$ cat src/testbench/program.hex
// One 16-bit instruction per line, word 0 first
// Columns: instruction word, then assembly as a comment
A1C7 // LLB r1, 0xC7
B151 // LHB r1, 0x51
A200 // LLB r2, 0x00
B251 // LHB r2, 0x51
0312 // ADD r3, r1, r2
1421 // SUB r4, r2, r1
2512 // XOR r5, r1, r2
3614 // SLL r6, r1, 4
4743 // SRA r7, r4, 3
0012 // ADD r0, r1, r2
A820 // LLB r8, 0x20
9383 // SW r3, 3(r8)
8983 // LW r9, 3(r8)
0A91 // ADD r10, r9, r1
0BA2 // ADD r11, r10, r2
2CB1 // XOR r12, r11, r1
1DC5 // SUB r13, r12, r5
1E22 // SUB r14, r2, r2
C001 // B NE, +1
AF11 // LLB r15, 0x11
C201 // B EQ, +1
AF33 // LLB r15, 0x33
1E12 // SUB r14, r1, r2
C401 // B GT, +1
AE44 // LLB r14, 0x44
EF00 // PCS r15
F000 // HLT

$ cat src/hdl/cpuPkg.sv
package cpuPkg;

  //////////////////////////////
  // Basic vector types
  //////////////////////////////
  typedef logic [15:0] word;          // Data, address and instruction word
  typedef logic [3:0]  regIdx;        // Register number
  typedef logic [3:0]  opcode;        // Instruction opcode field

  //////////////////////////////
  // Opcodes
  //////////////////////////////
  localparam opcode opAdd = 4'd0;     // rd = rs + rt
  localparam opcode opSub = 4'd1;     // rd = rs - rt
  localparam opcode opXor = 4'd2;     // rd = rs ^ rt
  localparam opcode opSll = 4'd3;     // Logical left shift by imm4
  localparam opcode opSra = 4'd4;     // Arithmetic right shift by imm4
  localparam opcode opLw  = 4'd8;     // Load word
  localparam opcode opSw  = 4'd9;     // Store word
  localparam opcode opLlb = 4'd10;    // Load sign-extended low byte
  localparam opcode opLhb = 4'd11;    // Replace high byte
  localparam opcode opB   = 4'd12;    // Conditional branch
  localparam opcode opPcs = 4'd14;    // rd = pc + 2
  localparam opcode opHlt = 4'd15;    // Stop the core

  //////////////////////////////
  // Branch conditions
  //////////////////////////////
  localparam logic [2:0] condNe     = 3'd0;  // Z clear
  localparam logic [2:0] condEq     = 3'd1;  // Z set
  localparam logic [2:0] condGt     = 3'd2;  // Z and N clear
  localparam logic [2:0] condLt     = 3'd3;  // N set
  localparam logic [2:0] condGe     = 3'd4;  // Z set, or Z and N clear
  localparam logic [2:0] condLe     = 3'd5;  // Z or N set
  localparam logic [2:0] condOvf    = 3'd6;  // V set
  localparam logic [2:0] condAlways = 3'd7;  // Unconditional

  // Memory geometry, word addressed through addr[memIdxW:1]
  localparam int  imemDepth = 256;
  localparam int  dmemDepth = 256;
  localparam int  memIdxW   = 8;
  localparam word resetPc   = 16'h0000;

  //////////////////////////////
  // Pipeline records
  //////////////////////////////
  typedef struct packed {
    logic z;                          // Zero
    logic n;                          // Negative
    logic v;                          // Signed overflow
  } flagsT;

  typedef struct packed {
    logic  valid;
    opcode aluOp;
    word   in1;                       // Port A operand
    word   in2;                       // Port B operand or immediate
    logic  zEn;                       // Update Z
    logic  nvEn;                      // Update N and V
    logic  memEn;
    logic  memWr;
    word   storeData;                 // SW data register value
    logic  regWr;
    regIdx rd;
    logic  memToReg;                  // LW result from memory
    logic  pcs;
    logic  halt;
    word   pcNext;                    // Address of this instruction plus 2
  } idExT;

  typedef struct packed {
    logic  valid;
    word   aluOut;
    logic  memEn;
    logic  memWr;
    word   storeData;
    logic  regWr;
    regIdx rd;
    logic  memToReg;
    logic  pcs;
    logic  halt;
    word   pcNext;
  } exMemT;

  typedef struct packed {
    logic  valid;
    word   aluOut;
    word   memData;                   // Data memory read result
    logic  regWr;
    regIdx rd;
    logic  memToReg;
    logic  pcs;
    logic  halt;
    word   pcNext;
  } memWbT;

  typedef struct packed {
    logic  valid;                     // One register write-back this cycle
    regIdx rd;
    word   data;
  } commitT;

endpackage

$ cat src/hdl/fetch.sv
`timescale 1ns/1ps

module fetch import cpuPkg::*; (
  input  logic clk,
  input  logic rstN,
  input  logic stall,                 // Hold PC and IF/ID
  input  logic flush,                 // Bubble into IF/ID
  input  logic branchTaken,
  input  word  branchTarget,
  output word  pc,
  output word  ifIdInst,
  output word  ifIdPcNext,
  output logic ifIdValid
);

  word imem [imemDepth];              // Instruction ROM
  word inst;                          // Word at current pc
  word pcPlus2;

  initial begin
    $readmemh("/design/src/testbench/program.hex", imem);
  end

  assign inst    = imem[pc[memIdxW:1]];  // Word aligned read
  assign pcPlus2 = pc + 16'd2;

  //////////////////////////////
  // Program counter
  //////////////////////////////
  always_ff @(posedge clk or negedge rstN) begin
    if (!rstN) begin
      pc <= resetPc;
    end else if (!stall) begin
      if (branchTaken) pc <= branchTarget;  // Redirect from decode
      else if (!flush) pc <= pcPlus2;       // Flush alone means halt, so pc holds
    end
  end

  //////////////////////////////
  // IF/ID register
  //////////////////////////////
  always_ff @(posedge clk or negedge rstN) begin
    if (!rstN) begin
      ifIdValid  <= 1'b0;
      ifIdInst   <= '0;
      ifIdPcNext <= '0;
    end else if (!stall) begin
      ifIdValid  <= !flush;               // Squash wrong-path slot
      ifIdInst   <= flush ? '0 : inst;
      ifIdPcNext <= pcPlus2;
    end
  end

endmodule

$ cat config.mk
export PLATFORM = sky130hd
export DESIGN_NAME = fetch
export DESIGN_NICKNAME = d
export VERILOG_FILES = /design/src/hdl/cpuPkg.sv /design/src/hdl/fetch.sv
export SDC_FILE = /design/constraint.sdc
export NUM_CORES = 1
export LEC_CHECK = 0
export BUFFER_PORTS_ARGS = -buffer_cell sky130_fd_sc_hd__buf_4
export CAP_MARGIN = 30
export CORE_MARGIN = 2
export CORE_UTILIZATION = 51
export CTS_BUF_LIST = sky130_fd_sc_hd__clkbuf_4
export DETAILED_ROUTE_END_ITERATION = 8
export PLACE_DENSITY = 0.81
export SYNTH_ARGS = -nofsm -noshare
export SYNTH_HDL_FRONTEND = slang
export SYNTH_SLANG_ARGS = --single-unit
$ cat constraint.sdc
create_clock -name clk -period 1.8 [get_ports clk]
set_input_delay 0.36 -clock clk [delete_from_list [all_inputs] [get_ports clk]]
set_output_delay 0.36 -clock clk [all_outputs]
set_load 0.005 [all_outputs]
==> flow_summary_export.csv, run 1 <==
group,metric,value,unit
min_path,hp-class,"input pin to register",
synthesis,synthTopCellsByArea,"dfrtp_1 44%, buf_4 7.9%, o21ai_0 5.6%, nand2_1 5.0%, nand3_1 3.4%",
route,via_per_inst,5.23,
critical_path,slowest_stage,"or3_2",
route,firstDrtPassIters,4,
placement,gp_congestion,0.914,
synthesis,yosysMostFrequentCell,"dfrtp_1",
grt,grt_pass1_wl,7.11,mm
floorplanning,die_h,64.9,um
sta,slew_viol_final,0,
floorplanning,core_area,3610,sq um
synthesis,synth_top_family_by_area,"simple AND/OR/NAND/NOR gates",
synthesis,yosysTopAreaCell,"dfrtp_1",
clock_network,root_buffer,"clkbuf_4",
clock_network,clkLatencyLatePin,0.34,ns
critical_path,timing.rr.start,"pc[1]$_DFFE_PN0P_",
synthesis,ys_seq_elements,33,
clock_network,path_clk_slew,0.10,ns
sta,period_needed,1.64,ns
clock_network,cts_max_path_buffers,2,
run,maxCapViolCount,0,
critical_path,r2r-end,"pc[13]$_DFFE_PN0P_",
layout,diodes,0,
synthesis,ys.flop_type,"dfrtp_1",
layout,nets,289,
synthesis,muxShareOfSynthArea,2.32,%
placement,preCtsSetupSlack,0.160,ns
synthesis,syn-cell-area,1890,sq um
clock_network,tritoncts,"done",
floorplanning,initial_utilization,52.4,%
clock_network,h-tree-depth,2,
grt,grt_max_degree,34,
sta,tns,0,ns
route,wl,4.47,mm
sta,hold_viol_final,0,
synthesis,synth_top_cell_area_share,43.7,%
min_path,min_path_cells,3,
critical_path,cp_top_family,"simple AND/OR/NAND/NOR gates",
synthesis,syn_inst,202,
grt,antenna_found_initial,0,
floorplanning,dieWidth,64.9,um
route,drt_iter0_drc,159,
synthesis,synth_compound_area_share,16.6,%
critical_path,crit_path_max_incr_delay,0.49,ns
route,ant_nets,0,
route,num_vias,1648,
sta,finalWorstSetupSlack,0.165,ns
min_path,min_to,"pc[10]$_DFFE_PN0P_",
run_status,outcome,"complete, no violations",
synthesis,yosys.area_share.simple,19.0,%
floorplanning,ioPinCount,70,
min_path,hp-start,"branchTarget[10]",
placement,dp_hpwl,3.28,mm
critical_path,crit_arrival,1.86,ns
critical_path,r2r.worst_path.cells,4,
critical_path,crit_buf_inv,0,
synthesis,synth-edff-count,0,
route,avgRoutedWirePerCell,14.2,um
grt,grt_pass1_vias,1495,
layout,area_growth,26.7,%
critical_path,worstPathRequired,2.03,ns
sta,max_clock_freq,0.611,GHz
grt,grt.overflow.total,0,
sta,fin_skew,0.00842,ns
synthesis,yosysUniqueCellTypes,42,
critical_path,r2r_slack,0.16,ns
critical_path,crit_chain,"ha_1 > nand4_1 > or3_2 > o311ai_0",
synthesis,seq_area_frac_synth,43.7,%
critical_path,path_class,"register to register",
synthesis,synthArstFlopShare,100,%
floorplanning,dieArea,4210,sq um
route,drc,0,
sta,rsz0062_at_grt,"no",
sta,fin_crit_sh,90.9,%
critical_path,critPathMaxFanout,4,
layout,layout-drive-gt1-share,33.0,%
synthesis,synth_xor_area_share,5.56,%
sta,setup_viol,0,
pwr,peakVddDrop,453,uV
clock_network,clock_sinks,33,
pwr,p_per_area,855,nW/um^2
synthesis,yosysWarnings,0,
floorplanning,rows,22,
critical_path,start_kind,"register",
layout,n_fill_cell,332,
synthesis,syn_area_per_cell,9.36,sq um
critical_path,cp-end-kind,"register",
sta,slew-limit-headroom,63.7,%
sta,tightest_slew,0.545,ns
pwr,leakage,1.09,nW
clock_network,cts_buffers,5,
placement,portBuffers,53,
synthesis,synth_fa_ha_area_share,0.662,%
synthesis,ys_top_cells_by_count,"33 x dfrtp_1, 25 x nand2_1, 21 x o21ai_0",
grt,grt_use_total,22.7,%
state kept, by name (all words and copies together), names as in the netlist:
signal,count
ifIdPcNext,16
pc,16
ifIdValid,1
cells by family after synthesis:
logic type / Yosys count
other: 1
AND/OR/NAND/NOR: 68
AO/OA/AOI/OAI: 50
buffers and inverters: 33
multiplexers: 4
adder cells (fa/ha/maj): 1
XOR/XNOR: 12
flip-flops: 33
worst max-delay path by stage:
stage	start	to	slack, ns	cells past startpoint
CTS	pc[1]$_DFFE_PN0P_	pc[13]$_DFFE_PN0P_	0.15	4
global route	pc[1]$_DFFE_PN0P_	pc[11]$_DFFE_PN0P_	0.09	5
global placement	pc[1]$_DFFE_PN0P_	pc[13]$_DFFE_PN0P_	0.21	4
floorplan	pc[1]$_DFFE_PN0P_	pc[13]$_DFFE_PN0P_	0.08	4
finish	pc[1]$_DFFE_PN0P_	pc[13]$_DFFE_PN0P_	0.16	4
detailed placement	pc[1]$_DFFE_PN0P_	pc[13]$_DFFE_PN0P_	0.16	4
what timing repair did:
action,4_1_cts,5_1_grt
setup buffers,0,0
resized for setup,0,0
endpoints found under the hold margin,33,0
hold buffers,1,0
per-layer routing:
layer | track usage [%] | up-vias | routed length, um | part of all wire [%]
li1 | - | 825 | - | -
met1 | 31.9 | 759 | 2060 | 46
met2 | 33.4 | 55 | 2000 | 45
met3 | 4.17 | 9 | 299 | 6.7
met4 | 11.7 | 0 | 109 | 2.4
met5 | 0 | - | 0 | 0
per-stage QoR:
stage	instance area (sq um)	cells	hold slack, ns	total power, mW	utilization (%)
3_3_place_gp	2340	307	0.323	1.65	64.8
4_1_cts	2390	315	0.245	2.06	66.4
2_1_floorplan	1950	217	0.0644	1.33	-
3_5_place_dp	2340	307	0.324	1.67	64.8
6_report	2390	315	0.251	2.05	66.4
5_1_grt	2390	315	0.237	2.18	66.4
placed cells by master, fill, tap and decap left out, drive strengths merged, types with 2 or more instances in the layout:
master / count
a21oi: 8
a22oi: 6
a2bb2oi: 2
and4: 3
buf: 73
clkbuf: 6
conb: 16
dfrtp: 33
inv: 2
mux2: 3
nand2: 25
nand3: 13
nand3b: 2
nand4: 4
nor2: 5
nor2b: 2
nor3: 2
nor4: 5
o21ai: 21
o22ai: 2
o2bb2ai: 4
o311ai: 3
or3: 3
or4: 2
xnor2: 6
xor2: 6
report_power, final:
| part | leakage (nW) | internal (mW) | switching (mW) |
|---|---|---|---|
| sequential | 0.393 | 0.871 | 0.0982 |
| combinational | 0.670 | 0.375 | 0.311 |
| clock | 0.0292 | 0.157 | 0.235 |
| total | 1.09 | 1.40 | 0.645 |
area by class of cell:
class	count	area (sq um)	area share (%)
Clock inverter	1	3.75	0.157
Inverter	2	7.51	0.313
Tap cell	48	60.1	2.51
Timing Repair Buffer	74	558	23.3
Sequential cell	33	826	34.5
Clock buffer	6	45.0	1.88
Multi-Input combinational cell	151	895	37.4
worst reg2reg max path, delay by kind of cell (launching register included):
family,cells,cell delay [ns]
compound gates,1,0.32
flops,1,0.38
fa+ha+maj,1,0.17
simple gates,2,0.66
(Power assumes the default switching activity.)
==> inputs of run 2 (changes only) <==
--- a/config.mk
+++ b/config.mk
@@ -8,10 +8,10 @@
 export BUFFER_PORTS_ARGS = -buffer_cell sky130_fd_sc_hd__buf_4
 export CAP_MARGIN = 30
 export CORE_MARGIN = 2
-export CORE_UTILIZATION = 51
-export CTS_BUF_LIST = sky130_fd_sc_hd__clkbuf_4
+export CORE_UTILIZATION = 53
 export DETAILED_ROUTE_END_ITERATION = 8
-export PLACE_DENSITY = 0.81
+export GPL_TIMING_DRIVEN = 1
+export PLACE_DENSITY = 0.84
 export SYNTH_ARGS = -nofsm -noshare
 export SYNTH_HDL_FRONTEND = slang
 export SYNTH_SLANG_ARGS = --single-unit
==> constraint.sdc (replaced) <==
create_clock -name clk -period 2.1 [get_ports clk]
set_input_delay 0.42 -clock clk [delete_from_list [all_inputs] [get_ports clk]]
set_output_delay 0.42 -clock clk [all_outputs]
set_load 0.005 [all_outputs]
==> run 2 against run 1 <==
Effect of this change:
- first-iteration DRC count decreased by 35%
- non-clock buffer count decreased by 16
- combinational power decreased by 29%
- worst setup slack improved by 0.0080 ns
- via count decreased by 0.36%
- routed wire length decreased by 7.0%
- clock power increased by 2%
- largest cell class unchanged
- core utilization increased by 1.2 points
- die area decreased by 3.5%
- global-route usage decreased by 1.4 points
- power decreased by 14%
==> flow_summary_export.csv, run 2 (synthesis results as in run 1) <==
group,metric,value,unit
pwr,peakVddDrop,441,uV
sta,period_needed,1.93,ns
clock_network,clkLatencyLatePin,0.33,ns
grt,grt_pass1_vias,1414,
sta,fin_crit_sh,91.8,%
clock_network,clock_sinks,33,
placement,place_area,2220,sq um
sta,slew_viol_final,0,
sta,max_clock_freq,0.519,GHz
layout,nets,273,
floorplanning,initial_utilization,55.8,%
route,ant_nets,0,
run_status,outcome,"complete, no violations",
route,drc,0,
grt,grt.overflow.total,0,
clock_network,ctsResizeCount,0,
clock_network,h-tree-depth,2,
pwr,leakage,1.03,nW
run,maxCapViolCount,0,
grt,grt_use_total,21.3,%
clock_network,cts_setup_buffers,0,
critical_path,crit_arrival,2.13,ns
critical_path,crit_start,"pc[2]$_DFFE_PN0P_",
grt,antenna_found_initial,0,
clock_network,path_clk_slew,0.11,ns
critical_path,timing.rr.start,"pc[2]$_DFFE_PN0P_",
pwr,p_per_area,768,nW/um^2
floorplanning,rows,21,
critical_path,crit_end,"pc[13]$_DFFE_PN0P_",
pwr,seq_power_share,49.7,%
placement,portBuffers,53,
sta,tightest_slew,0.504,ns
min_path,hp-class,"input pin to async pin",
sta,hold_viol_final,0,
critical_path,worstPathRequired,2.31,ns
critical_path,start_kind,"register",
critical_path,cp-end-kind,"register",
grt,grt_max_degree,41,
placement,preCtsSetupSlack,0.230,ns
pwr,power.internal,1.22,mW
layout,mostFrequentLayoutCell,"buf_4",
sta,finalWorstSetupSlack,0.173,ns
grt,grt_pass1_wl,6.63,mm
pwr,clkPwrFrac,22.8,%
clock_network,root_buffer,"clkbuf_4",
route,via_per_inst,5.51,
layout,top_regs,"ifIdPcNext x16, pc x16, ifIdValid x1",
critical_path,r2r.worst_path.cells,4,
floorplanning,ioPinCount,70,
route,firstDrtPassIters,4,
placement,dp_hpwl,3.00,mm
sta,slew-limit-headroom,66.1,%
clock_network,cts_max_path_buffers,2,
sta,setup_viol,0,
critical_path,path_class,"register to register",
sta,fin_skew,0.0128,ns
pwr,p_comb_share,27.5,%
layout,final_area,2290,sq um
placement,gp_congestion,0.863,
route,drt_iter0_drc,103,
layout,diodes,0,
pwr,total_power,1.76,mW
floorplanning,die_h,63.7,um
route,avgRoutedWirePerCell,13.9,um
clock_network,ctsHoldBuffers,0,
floorplanning,dieWidth,63.7,um
pwr,power_switching,0.542,mW
clock_network,cts_buffers,5,
floorplanning,core_area,3390,sq um
route,wl,4.16,mm
sta,tns,0,ns
layout,layout-drive-gt1-share,29.8,%
layout,area_growth,21.2,%
critical_path,critPathMaxFanout,7,
pwr,p_sw_share,30.8,%
layout,layout_common_cells,"58 x buf_4, 33 x dfrtp_1, 25 x nand2_1",
sta,rsz0062_at_grt,"no",
clock_network,tritoncts,"done",
critical_path,r2r-end,"pc[13]$_DFFE_PN0P_",
route,num_vias,1642,
floorplanning,dieArea,4060,sq um
critical_path,r2r_slack,0.17,ns
## run 2: cell count changes in the layout (fill, tap and decap cells not counted)
cell,delta
buf_4,-15
clkbuf_4,-1
clkbuf_8,+2
clkinv_1,-1
clkinv_2,+1
dlygate4sd3_1,-1
## run 2: worst max-delay path, cell delays in order, from the launching register on
cell	delay [ns]
dfrtp_1	0.44
ha_1	0.30
nand4_1	0.22
or3_2	0.51
o311ai_0	0.34
## run 2: area by class of cell
type / instances / area [sq um]
clock buffers: 7 / 65.1
multi-input cells: 151 / 895
repair buffers: 58 / 435
well taps: 46 / 57.6
clock inverters: 1 / 5.00
inverters: 2 / 7.51
fillers: 296 / 1100
flip-flops and latches: 33 / 826
## run 2: metal layers
layer	global-route usage (%)	part of all wire, %	routed length (um)	vias up
met5	0	0	0	-
met4	8.15	1.2	51	0
met3	4.46	5.5	228	5
met2	33.4	47	1940	62
met1	29.0	47	1940	778
li1	-	-	-	797
## run 2: metrics by stage
| stage | hold WS [ns] | utilization [%] | instances |
|---|---|---|---|
| floorplan | 0.124 | - | 217 |
| global placement | 0.383 | 65.5 | 290 |
| detailed placement | 0.381 | 65.5 | 290 |
| CTS | 0.0109 | 67.6 | 298 |
| global route | 0.00674 | 67.6 | 298 |
| finish | 0.00620 | 67.6 | 298 |
## run 2: how the worst min path moves through the flow
stage,startpoint,end,slack (ns),cells after the start
3_5_place_dp,rstN,pc[1]$_DFFE_PN0P_,0.38,1
5_1_grt,rstN,pc[2]$_DFFE_PN0P_,0.007,1
3_3_place_gp,rstN,pc[1]$_DFFE_PN0P_,0.38,1
2_1_floorplan,rstN,ifIdPcNext[0]$_DFFE_PN0N_,0.12,0
6_report,rstN,pc[1]$_DFFE_PN0P_,0.006,1
4_1_cts,rstN,pc[1]$_DFFE_PN0P_,0.01,1
## run 2: power by group through the flow
stage,clock (mW),combinational [mW],sequential [mW]
6_report,0.401,0.484,0.874
3_5_place_dp,0,0.486,0.884
2_1_floorplan,0,0.282,0.857
3_3_place_gp,0,0.476,0.879
5_1_grt,0.447,0.534,0.892
4_1_cts,0.411,0.487,0.872
==> inputs of run 3 (changes only) <==
--- a/config.mk
+++ b/config.mk
@@ -5,6 +5,7 @@
 export SDC_FILE = /design/constraint.sdc
 export NUM_CORES = 1
 export LEC_CHECK = 0
+export ABC_AREA = 1
 export BUFFER_PORTS_ARGS = -buffer_cell sky130_fd_sc_hd__buf_4
 export CAP_MARGIN = 30
 export CORE_MARGIN = 2
==> run 3 against run 2 <==
Effect of this change:
- the run now ends with hold timing left
- die area is 1.4% lower
- clock skew shrank 0.0029 ns
- cell area down 0.49%
- area after synthesis decreased by 1.5%
- core utilization grew 0.19 points
- first-iteration DRC count shrank 14%
- largest cell class unchanged
- highest routed layer unchanged
==> flow_summary_export.csv, run 3 <==
group,metric,value,unit
run_status,outcome,"finished, violations left",
run_status,violations,"hold timing",
clock_network,root_buffer,"clkbuf_4",
clock_network,clkLatencyLatePin,0.35,ns
clock_network,cts_max_path_buffers,2,
synthesis,yosysMostFrequentCell,"nand2_1",
sta,setup_viol,0,
route,ant_nets,0,
synthesis,syn-cell-area,1860,sq um
grt,antenna_found_initial,0,
sta,tns,0,ns
layout,mostFrequentLayoutCell,"nand2_1",
clock_network,path_clk_slew,0.11,ns
pwr,p_per_area,750,nW/um^2
placement,place_area,2220,sq um
route,wl,4.04,mm
clock_network,cts_setup_buffers,0,
layout,layout_common_cells,"94 x nand2_1, 55 x buf_4, 33 x dfrtp_1",
placement,portBuffers,53,
layout,layout-drive-gt1-share,24.2,%
sta,holdWs,-0.0127,ns
critical_path,cp-end-kind,"register",
critical_path,start_kind,"register",
sta,fin_crit_sh,75.7,%
floorplanning,core_area,3360,sq um
pwr,clkPwrFrac,20.5,%
synthesis,yosysTopAreaCell,"dfrtp_1",
sta,max_clock_freq,0.629,GHz
grt,grt_pass1_vias,1496,
synthesis,syn_area_per_cell,7.36,sq um
clock_network,ctsResizeCount,0,
sta,hold_viol_final,9,
critical_path,worstPathRequired,2.34,ns
placement,gp_congestion,0.821,
synthesis,ys_top_cells_by_count,"94 x nand2_1, 33 x dfrtp_1, 26 x nor2_1",
grt,grt_max_degree,34,
clock_network,cts_buffers,5,
layout,top_regs,"ifIdPcNext x16, pc x16, ifIdValid x1",
critical_path,path_class,"register to register",
synthesis,ys_seq_elements,33,
route,drt_iter0_drc,89,
synthesis,synthArstFlopShare,100,%
grt,grt_use_total,22.1,%
synthesis,ys.flop_type,"dfrtp_1",
pwr,total_power,1.71,mW
layout,n_fill_cell,312,
floorplanning,die_h,63.3,um
clock_network,tritoncts,"done",
layout,multi_input_area,870,sq um
clock_network,clock_sinks,33,
pwr,power_switching,0.587,mW
placement,dp_hpwl,3.01,mm
clock_network,ctsHoldBuffers,0,
route,via_per_inst,4.81,
sta,slew_viol_final,0,
pwr,p_sw_share,34.3,%
grt,grt.overflow.total,0,
critical_path,critPathMaxFanout,6,
floorplanning,ioPinCount,70,
synthesis,synthTopCellsByArea,"dfrtp_1 44%, nand2_1 19%, buf_4 6.9%, nor2_1 5.2%, o21ai_0 4.0%",
grt,grt_pass1_wl,6.80,mm
floorplanning,initial_utilization,55.4,%
floorplanning,dieWidth,63.3,um
min_path,hp-class,"input pin to async pin",
route,avgRoutedWirePerCell,11.5,um
pwr,peakVddDrop,552,uV
pwr,p_comb_share,29.9,%
critical_path,crit_arrival,1.83,ns
layout,area_growth,22.4,%
layout,seq_area,826,sq um
pwr,power.internal,1.12,mW
synthesis,yosysWarnings,0,
floorplanning,dieArea,4010,sq um
sta,rsz0062_at_grt,"no",
sta,period_needed,1.59,ns
layout,final_area,2280,sq um
sta,fin_skew,0.00995,ns
route,drc,0,
pwr,leakage,1.22,nW
synthesis,synth-edff-count,0,
clock_network,h-tree-depth,2,
synthesis,yosysUniqueCellTypes,25,
layout,nets,327,
synthesis,synth_top_cell_area_share,44.3,%
floorplanning,rows,21,
pwr,seq_power_share,49.7,%
route,firstDrtPassIters,4,
synthesis,seq_area_frac_synth,44.3,%
synthesis,syn_inst,253,
route,num_vias,1693,
run,maxCapViolCount,0,
layout,diodes,0,
run 3: kinds of logic after synthesis:
kind of cell | after synthesis | synth area share, %
flip-flops | 33 | 44.3
AO/OA/AOI/OAI | 26 | 7.92
XOR/XNOR | 6 | 2.82
buffers and inverters | 40 | 12.0
adder cells (fa/ha/maj) | 1 | 0.671
AND/OR/NAND/NOR | 146 | 32.0
other | 1 | 0.201
run 3: worst max-delay path, stage by stage, from the launching register on:
cell     delay (ns)
dfrtp_1        0.45
ha_1           0.24
nand2_1        0.10
nor2_2         0.19
nand2_2        0.10
xor2_1         0.23
nand2_1        0.08
nand2_1        0.06
nand2_1        0.04
run 3: path summary, 6_finish.rpt:
path                            slack [ns]  cells past startpoint                       start                         end
worst min-delay path                 -0.01                      1                        rstN           pc[2]$_DFFE_PN0P_
max in group asynchronous             1.81                      1                        rstN          pc[12]$_DFFE_PN0P_
worst min register to register        0.49                      2  ifIdPcNext[14]$_DFFE_PN0N_  ifIdPcNext[14]$_DFFE_PN0N_
min in group clk                      0.28                      2                       flush       ifIdValid$_DFFE_PN0N_
worst max-delay path                  0.51                      8           pc[1]$_DFFE_PN0P_           pc[9]$_DFFE_PN0P_
worst max register to register        0.51                      8           pc[1]$_DFFE_PN0P_           pc[9]$_DFFE_PN0P_
run 3: area by class of cell:
cell class              count  area share [%]
well taps                  46            2.52
repair buffers             55            18.1
clock inverters             3           0.768
multi-input cells         195            38.1
inverters                  15            2.58
flip-flops and latches     33            36.2
clock buffers               5            1.65
run 3: power groups by stage:
stage	Sequential [mW]	Combinational, mW	Clock, mW
floorplan	0.852	0.267	0
global placement	0.860	0.502	0
detailed placement	0.861	0.512	0
CTS	0.850	0.515	0.357
global route	0.870	0.572	0.393
finish	0.849	0.511	0.350
run 3: per-stage QoR:
step / worst slack (ns) / std cells / util [%]
final: 0.511 / 352 / 67.8
after floorplan: 0.753 / 268 / -
after detailed placement: 0.576 / 344 / 66.1
after CTS: 0.534 / 352 / 67.8
after global routing: 0.369 / 352 / 67.8
after global placement: 0.565 / 344 / 66.1
run 3: layer usage:
layer	GRT usage [%]	vias up	routed length [um]
li1	-	864	-
met1	30.1	764	1810
met2	34.6	58	1870
met3	4.11	7	279
met4	9.78	0	83
met5	0	-	0
